<file path="src/logic/iwm_pkg.sv">
// ==================================================
// Shared types and constants of the IWM disk block
// Bus struct, switch and register encodings, drive state
// and the timing constants for a 14 MHz clock
// ==================================================
`default_nettype none

package iwm_pkg;

    // ==================================================
    // Timing at 14 MHz
    // ==================================================
    // One 4 us bit cell
    localparam int unsigned BIT_CELL_CLKS = 56;
    // About 300 ms spin-up and 1 s spin-down
    localparam int unsigned SPINUP_CLKS   = 4_200_000;
    localparam int unsigned SPINDOWN_CLKS = 14_000_000;

    // Counter and field widths
    localparam int MOTOR_CNT_W = 24;
    localparam int CELL_CNT_W  = 6;
    localparam int MODE_W      = 5;

    // Returned by the handshake and write-mode registers
    localparam logic [7:0] ALL_ONES_BYTE = 8'hFF;

    // CPU side access, one cycle per access
    typedef struct packed {
        logic       dev_sel;
        logic       rd;
        logic [3:0] addr;
        logic [7:0] data;
    } cpu_bus_t;

    // Soft switch index taken from addr[3:1]
    typedef enum logic [2:0] {
        PHASE0    = 3'd0,
        PHASE1    = 3'd1,
        PHASE2    = 3'd2,
        PHASE3    = 3'd3,
        MOTOR     = 3'd4,
        DRIVE_SEL = 3'd5,
        Q6_SW     = 3'd6,
        Q7_SW     = 3'd7
    } sw_off_e;

    // Read register picked by {Q7, Q6}
    typedef enum logic [1:0] {
        READ_DATA      = 2'b00,
        READ_STATUS    = 2'b01,
        READ_HANDSHAKE = 2'b10,
        READ_MODE_WR   = 2'b11
    } reg_sel_e;

    // Latched switches plus the view after the current access
    typedef struct packed {
        logic              drive_on;
        logic              drive_sel;
        logic              q6;
        logic              q7;
        logic              imm_motor;
        logic [MODE_W-1:0] imm_mode;
    } iwm_state_t;

    // One bit cell from the drive
    typedef struct packed {
        logic cell_end;
        logic flux;
    } flux_t;

    typedef logic [15:0] bit_pos_t;
    typedef logic [12:0] trk_addr_t;

endpackage

`default_nettype wire
</file>
<file path="src/logic/iwm_disk.sv">
// ==================================================
// IWM controller with one 5.25 inch WOZ drive
// Top level joining the CPU bus, the switch block, the
// spindle model, the track reader and the read side
// ==================================================
`timescale 1ns/1ns
`default_nettype none

module iwm_disk #(
    parameter int unsigned spinup_cycles   = iwm_pkg::SPINUP_CLKS,
    parameter int unsigned spindown_cycles = iwm_pkg::SPINDOWN_CLKS
) (
    input  wire                       CLK_14M,
    input  wire                       RESET,
    input  wire iwm_pkg::cpu_bus_t    bus,
    input  wire                       disk_ready,
    input  wire                       write_protect,
    input  wire [7:0]                 track_data,
    input  wire iwm_pkg::bit_pos_t    track_bit_count,
    output wire [7:0]                 d_out,
    output wire iwm_pkg::trk_addr_t   track_addr,
    output wire                       floppy_motor_on
);

    import iwm_pkg::*;

    // Switch state shared by all blocks
    wire iwm_state_t sw;
    // One flux sample per bit cell
    wire flux_t      flux;
    wire             sense;

    iwm_switches u_switches (
        .CLK_14M (CLK_14M),
        .RESET   (RESET),
        .bus     (bus),
        .sw      (sw)
    );

    // Spindle output doubles as the motor-on line
    motor_inertia #(
        .spinup_cycles   (spinup_cycles),
        .spindown_cycles (spindown_cycles)
    ) u_motor (
        .CLK_14M  (CLK_14M),
        .RESET    (RESET),
        .sw       (sw),
        .spinning (floppy_motor_on)
    );

    track_reader u_reader (
        .CLK_14M         (CLK_14M),
        .RESET           (RESET),
        .sw              (sw),
        .spinning        (floppy_motor_on),
        .disk_ready      (disk_ready),
        .write_protect   (write_protect),
        .track_data      (track_data),
        .track_bit_count (track_bit_count),
        .track_addr      (track_addr),
        .flux            (flux),
        .sense           (sense)
    );

    iwm_read_core u_read (
        .CLK_14M (CLK_14M),
        .RESET   (RESET),
        .bus     (bus),
        .sw      (sw),
        .flux    (flux),
        .sense   (sense),
        .d_out   (d_out)
    );

endmodule

`default_nettype wire

</file>
<file path="src/logic/iwm_read_core.sv">
// ==================================================
// IWM read side
// Frames flux cells into bytes, holds the data register
// and returns the register picked by Q7/Q6 on d_out
// ==================================================
`timescale 1ns/1ns
`default_nettype none

module iwm_read_core (
    input  wire                     CLK_14M,
    input  wire                     RESET,
    input  wire iwm_pkg::cpu_bus_t  bus,
    input  wire iwm_pkg::iwm_state_t sw,
    input  wire iwm_pkg::flux_t     flux,
    input  wire                     sense,
    output logic [7:0]              d_out
);

    import iwm_pkg::*;

    // ==================================================
    // Byte framing
    // ==================================================
    logic [7:0] shift_reg;
    logic [7:0] shift_next;
    logic [7:0] data_reg;

    // New bit enters at the LSB
    assign shift_next = {shift_reg[6:0], flux.flux};

    always_ff @(posedge CLK_14M or posedge RESET) begin
        if (RESET) begin
            shift_reg <= '0;
            data_reg  <= '0;
        end else if (flux.cell_end) begin
            if (shift_next[7]) begin
                // A set MSB marks a whole nibble
                data_reg  <= shift_next;
                shift_reg <= '0;
            end else begin
                shift_reg <= shift_next;
            end
        end
    end

    // ==================================================
    // Register read
    // ==================================================
    reg_sel_e   reg_sel;
    logic [7:0] status_byte;
    logic [7:0] reg_mux;

    // Latched Q7/Q6 choose the register
    assign reg_sel = reg_sel_e'({sw.q7, sw.q6});

    // Sense, spare zero, motor, then mode
    assign status_byte = {sense, 1'b0, sw.imm_motor, sw.imm_mode};

    always_comb begin
        unique case (reg_sel)
            READ_DATA: begin
                // Data stays until the next byte arrives
                reg_mux = data_reg;
            end
            READ_STATUS: begin
                reg_mux = status_byte;
            end
            READ_HANDSHAKE, READ_MODE_WR: begin
                // No write path behind these
                reg_mux = ALL_ONES_BYTE;
            end
        endcase
    end

    // Bus is driven only while the device is selected
    assign d_out = bus.dev_sel ? reg_mux : 8'h00;

endmodule

`default_nettype wire

</file>
<file path="src/logic/track_reader.sv">
// ==================================================
// Head of drive 1 over a WOZ track held in byte RAM
// Times bit cells, walks the bit position around the
// track and turns each cell into one flux sample
// ==================================================
`timescale 1ns/1ns
`default_nettype none

module track_reader (
    input  wire                     CLK_14M,
    input  wire                     RESET,
    input  wire iwm_pkg::iwm_state_t sw,
    input  wire                     spinning,
    input  wire                     disk_ready,
    input  wire                     write_protect,
    input  wire [7:0]               track_data,
    input  wire iwm_pkg::bit_pos_t  track_bit_count,
    output iwm_pkg::trk_addr_t      track_addr,
    output iwm_pkg::flux_t          flux,
    output logic                    sense
);

    import iwm_pkg::*;

    localparam logic [CELL_CNT_W-1:0] CELL_LAST = CELL_CNT_W'(BIT_CELL_CLKS - 1);

    logic                  enable;
    logic [CELL_CNT_W-1:0] cell_cnt;
    bit_pos_t              bit_pos;
    logic [16:0]           pos_inc;
    logic                  pos_wrap;
    logic                  cur_bit;

    // Drive 2 is an empty slot
    assign enable = spinning && disk_ready && !sw.drive_sel;

    // Wrap at the track length
    assign pos_inc  = {1'b0, bit_pos} + 17'd1;
    assign pos_wrap = pos_inc >= {1'b0, track_bit_count};

    // Byte address, RAM answers one clock later
    assign track_addr = bit_pos[15:3];
    // MSB of each byte goes first
    assign cur_bit    = track_data[3'd7 - bit_pos[2:0]];

    // ==================================================
    // Cell timer and head position
    // ==================================================
    always_ff @(posedge CLK_14M or posedge RESET) begin
        if (RESET) begin
            cell_cnt      <= '0;
            bit_pos       <= '0;
            flux.cell_end <= 1'b0;
            flux.flux     <= 1'b0;
        end else begin
            flux.cell_end <= 1'b0;
            if (enable) begin
                if (cell_cnt == CELL_LAST) begin
                    cell_cnt      <= '0;
                    flux.cell_end <= 1'b1;
                    flux.flux     <= cur_bit;
                    bit_pos       <= pos_wrap ? '0 : pos_inc[15:0];
                end else begin
                    cell_cnt <= cell_cnt + 1'b1;
                end
            end
        end
    end

    // Sense is pulled high unless drive 1 is running
    assign sense = (sw.drive_on && !sw.drive_sel) ? write_protect : 1'b1;

endmodule

`default_nettype wire

</file>
<file path="src/logic/motor_inertia.sv">
// ==================================================
// Spindle inertia of the 5.25 inch drive
// Delays the motor switch by a spin-up period on and a
// spin-down period off. Its output is the motor-on line
// ==================================================
`timescale 1ns/1ns
`default_nettype none

module motor_inertia #(
    parameter int unsigned spinup_cycles   = iwm_pkg::SPINUP_CLKS,
    parameter int unsigned spindown_cycles = iwm_pkg::SPINDOWN_CLKS
) (
    input  wire                     CLK_14M,
    input  wire                     RESET,
    input  wire iwm_pkg::iwm_state_t sw,
    output logic                    spinning
);

    import iwm_pkg::*;

    localparam logic [MOTOR_CNT_W-1:0] SPINUP_CNT   = MOTOR_CNT_W'(spinup_cycles);
    localparam logic [MOTOR_CNT_W-1:0] SPINDOWN_CNT = MOTOR_CNT_W'(spindown_cycles);

    logic [MOTOR_CNT_W-1:0] motor_cnt;
    // Set once spin-up has finished in this motor-on period
    logic                   spinup_done;

    always_ff @(posedge CLK_14M or posedge RESET) begin
        if (RESET) begin
            motor_cnt   <= '0;
            spinup_done <= 1'b0;
            spinning    <= 1'b0;
        end else if (sw.drive_on) begin
            if (!spinup_done) begin
                // Count up toward full speed
                if (motor_cnt >= SPINUP_CNT) begin
                    spinning    <= 1'b1;
                    spinup_done <= 1'b1;
                    motor_cnt   <= SPINDOWN_CNT;
                end else begin
                    motor_cnt <= motor_cnt + 1'b1;
                end
            end else begin
                // At speed, hold the spin-down preload
                spinning  <= 1'b1;
                motor_cnt <= SPINDOWN_CNT;
            end
        end else begin
            // Coasting down
            spinup_done <= 1'b0;
            if (motor_cnt != '0) begin
                motor_cnt <= motor_cnt - 1'b1;
            end else begin
                spinning <= 1'b0;
            end
        end
    end

endmodule

`default_nettype wire

</file>
<file path="src/logic/iwm_switches.sv">
// ==================================================
// IWM soft switch latches and mode register
// Any access latches addr[0] into the switch chosen by
// addr[3:1]. Also gives the motor and mode values as seen
// after the current access, for same-cycle status reads
// ==================================================
`timescale 1ns/1ns
`default_nettype none

module iwm_switches (
    input  wire                  CLK_14M,
    input  wire                  RESET,
    input  wire iwm_pkg::cpu_bus_t bus,
    output iwm_pkg::iwm_state_t  sw
);

    import iwm_pkg::*;

    // ==================================================
    // Access decode
    // ==================================================
    sw_off_e           sw_off;
    logic              access;
    logic              wr_access;

    // Latched switch state
    logic              drive_on;
    logic              drive_sel;
    logic              q6;
    logic              q7;
    logic [MODE_W-1:0] mode_reg;

    // Values after this access
    logic              next_q6;
    logic              next_q7;
    logic              next_motor;
    logic              mode_wr;

    assign access    = bus.dev_sel;
    assign wr_access = bus.dev_sel && !bus.rd;
    assign sw_off    = sw_off_e'(bus.addr[3:1]);

    // New Q6/Q7 count for the mode write in the same access
    assign next_q6    = (access && sw_off == Q6_SW) ? bus.addr[0] : q6;
    assign next_q7    = (access && sw_off == Q7_SW) ? bus.addr[0] : q7;
    assign next_motor = (access && sw_off == MOTOR) ? bus.addr[0] : drive_on;

    // Mode write needs motor off, Q6=Q7=1 and an odd address
    assign mode_wr = wr_access && !drive_on && next_q6 && next_q7 && bus.addr[0];

    // ==================================================
    // Switch latches
    // ==================================================
    always_ff @(posedge CLK_14M or posedge RESET) begin
        if (RESET) begin
            drive_on  <= 1'b0;
            drive_sel <= 1'b0;
            q6        <= 1'b0;
            q7        <= 1'b0;
            mode_reg  <= '0;
        end else if (access) begin
            unique case (sw_off)
                PHASE0, PHASE1, PHASE2, PHASE3: begin
                    // Head is fixed on one track
                    // so the phase lines go nowhere
                end
                MOTOR: begin
                    drive_on <= bus.addr[0];
                end
                DRIVE_SEL: begin
                    drive_sel <= bus.addr[0];
                end
                Q6_SW: begin
                    q6 <= bus.addr[0];
                end
                Q7_SW: begin
                    q7 <= bus.addr[0];
                end
            endcase

            // Only the low 5 mode bits exist
            if (mode_wr) begin
                mode_reg <= bus.data[MODE_W-1:0];
            end
        end
    end

    // ==================================================
    // State out
    // ==================================================
    always_comb begin
        sw.drive_on  = drive_on;
        sw.drive_sel = drive_sel;
        sw.q6        = q6;
        sw.q7        = q7;
        sw.imm_motor = next_motor;
        // Status sees the new mode during the write itself
        sw.imm_mode  = mode_wr ? bus.data[MODE_W-1:0] : mode_reg;
    end

endmodule

`default_nettype wire

</file>
<file path="config.mk">
export PLATFORM = sky130hd
export DESIGN_NAME = iwm_disk
export DESIGN_NICKNAME = d
export VERILOG_FILES = /design/src/logic/iwm_pkg.sv /design/src/logic/iwm_disk.sv /design/src/logic/iwm_read_core.sv /design/src/logic/track_reader.sv /design/src/logic/motor_inertia.sv /design/src/logic/iwm_switches.sv
export SDC_FILE = /design/constraint.sdc
export NUM_CORES = 1
export LEC_CHECK = 0
export BUFFER_PORTS_ARGS = -buffer_cell sky130_fd_sc_hd__buf_2
export CAP_MARGIN = 20
export CORE_MARGIN = 4
export CORE_UTILIZATION = 36
export DETAILED_ROUTE_END_ITERATION = 8
export SYNTH_ARGS = -nofsm -noshare
export SYNTH_HDL_FRONTEND = slang
export SYNTH_SLANG_ARGS = --single-unit
</file>
<file path="constraint.sdc">
create_clock -name CLK_14M -period 8.6 [get_ports CLK_14M]
set_input_delay 0.86 -clock CLK_14M [delete_from_list [all_inputs] [get_ports CLK_14M]]
set_output_delay 0.86 -clock CLK_14M [all_outputs]
set_load 0.1 [all_outputs]
</file>
==> run metrics <==
Worst EP required=approximately 8.9 ns; syn_nets=623; max FFs per register=24; Crit. End Element=register; # clock sinks=74; post-route ant nets=0; cts hold-fix bufs=0; most common cell in the netlist=dfrtp_1; area of the multi-input gates=around 2800 um2; startpoint types=register; latest clock arrival within the worst-skew pair=roughly 0.34 ns; top-area cell type share of the netlist area=0.3652; Post-layout nets=653; gr ovfl total=0; number of port buffers=60; Buf+Inv Stages, Crit Path=0; GRT Util Overall=0.1462; # IOs=64; initial antenna violation count=0; first-pass GRT wire length=around 19 mm; top cells by area, synth=dfrtp_1, xnor2_1, nand2_1; CP cell instances=ha_1, and4_1, and2_1, nand4_1, nor2_1, xor2_1, ha_1, a22oi_1, o211ai_1, o22ai_1, nand4_1, or2_2, o31ai_1; TritonCTS clock tree=done; initial core utilization=0.3668; Hold Path Class=reg2reg; die extent in x=between 100 and 150 um; CP max FO=15; vias in the first global route=between 4000 and 5000; total number of vias=about 4200; hold_ws=around 0.48 ns; Fillers=between 1000 and 1500; Synth Warn #=0; total negative slack=0 ns; async set-reset flop share out of synthesis=1.000; DRC viols=0; worst-margin pin slew=between 0.9 and 1 ns; delay-heaviest family, CP=simple AND/OR/NAND/NOR gates; max cap viols=0; worst-case vdd ir drop=~0.00013 V; Register Area=about 1900 um2; H-tree levels=3; synthesized area=around 5000 um2; top post-synthesis cells by count=dfrtp_1, nand2_1, nor2_1; TritonRoute pass-1 iters=4; status=finished, final reports clean; largest net degree at the start of global routing=75; die area=between 15000 and 20000 um2; Core Area=13830 um2; clock buffer depth=2; worst endpoint data arrival time=about 4.4 ns; Worst path slowest cell=or2_2; # rows=43; Leak Pwr=between 2 and 2.5 nW; Vias per Instance=approximately 5.4; DR iter-0 viols=238; Setup-failing EPs final=0; detailed placement HPWL=8.173 mm; CP peak stage delay=0.55 ns; Design Power=approximately 1.2 mW; Num CTS Buffers=9; unrepaired setup endpoints after global routing=no; Max Fclk=0.2413 GHz; Rel. slew slack=0.3600; Most used DFF post-synth=dfrtp_1; share of layout cells above drive strength 1=0.2013; sequential area share after synthesis=0.3652; Tcrit/Tclk final=0.4819; Area growth, synth to finish=11.20%; CTS resizes=0; post-layout min period=approximately 4.1 ns; CTS clk-pin slew, worst paths=0.06 ns; # diodes=0; Final Wtd Congestion=between 0.8 and 0.9; Gate Count Post-Synth=approximately 560; DP Cell Count=between 700 and 800; Crit Path Category=reg2reg; fin. max-slew vios=0; root buf cell=clkbuf_16; flops & latches, synth=74; final hold violation count=0; Synth Area per Inst=9.039 um2; routed length per instance=~15 um; top cell type by total area after synthesis=dfrtp_1; Finished Layout Cells=~780; pwr dens=about 210 nW/um2; Post-synth EDFFs=0; Post CTS Setup Buffer Count=0; Cell variety after synth=between 60 and 70; final wirelength=between 10 and 15 mm; clock skew=between 0.005 and 0.006 ns; Die H=approximately 130 um
cells by family (layout without fill, tap and decap cells):
| family | after synthesis | in the layout | synth area share |
|---|---|---|---|
| simple gates | 226 | 226 | 0.2354 |
| compound gates | 103 | 103 | 0.1392 |
| flops | 74 | 74 | 0.3652 |
| buf+inv | 68 | 103 | 0.07624 |
| xor+xnor | 49 | 49 | 0.08463 |
| mux | 21 | 21 | 0.05009 |
| fa+ha+maj | 20 | 20 | 0.04935 |
through the flow:
| stage | setup slack [ns] | instance area [um2] | utilization |
|---|---|---|---|
| floorplan | 4.782 | 5071 | - |
| global placement | 4.468 | 5315 | 0.3844 |
| detailed placement | 4.418 | 5315 | 0.3844 |
| CTS | 4.389 | 5624 | 0.4068 |
| global route | 3.969 | 5639 | 0.4078 |
| finish | 4.455 | 5639 | 0.4078 |
path summary, 6_finish.rpt:
kind / depth (start not counted) / to / slack [ns] / from
setup reg to reg: 13 / u_reader.bit_pos[6]$_DFFE_PP0P_ / 4.46 / u_reader.bit_pos[0]$_DFFE_PP0P_
hold reg to reg: 1 / u_read.data_reg[7]$_DFFE_PP0P_ / 0.48 / u_read.data_reg[7]$_DFFE_PP0P_
max in group asynchronous: 3 / u_motor.motor_cnt[16]$_DFFE_PP0P_ / 7.17 / RESET
hold / removal: 1 / u_read.data_reg[7]$_DFFE_PP0P_ / 0.48 / u_read.data_reg[7]$_DFFE_PP0P_
setup / recovery: 13 / u_reader.bit_pos[6]$_DFFE_PP0P_ / 4.46 / u_reader.bit_pos[0]$_DFFE_PP0P_
min in group asynchronous: 3 / u_reader.bit_pos[9]$_DFFE_PP0P_ / 0.81 / RESET
area by class of cell:
class | count | share of cell area
Sequential cell | 74 | 0.3284
Tap cell | 180 | 0.03994
Inverter | 24 | 0.01598
Clock inverter | 7 | 0.01487
Timing Repair Buffer | 63 | 0.05858
Multi-Input combinational cell | 419 | 0.5023
Clock buffer | 9 | 0.03994
routing by layer:
layer	GRT usage	up-vias	wire length, um
met3	0.02779	10	472
met1	0.1942	2016	5297
met5	0	-	0
met2	0.2410	101	5570
met4	0.04732	0	129
li1	-	2062	-
cell usage in the layout, fill, tap and decap left out, drive strengths merged, types with 11 or more instances in the layout:
cell type	instances
a21oi	11
nand3	24
nand2	67
or3	11
nor2	40
xor2	18
dfrtp	74
nor2b	11
inv	27
o21ai	32
xnor2	31
ha	20
mux2	15
buf	63
nand4	18
nor3	16
power breakdown:
group	internal (mW)	switching, mW
sequential	0.397	0.0857
combinational	0.117	0.171
clock	0.230	0.162
total	0.744	0.419
Power figures use the tool's default switching activity.
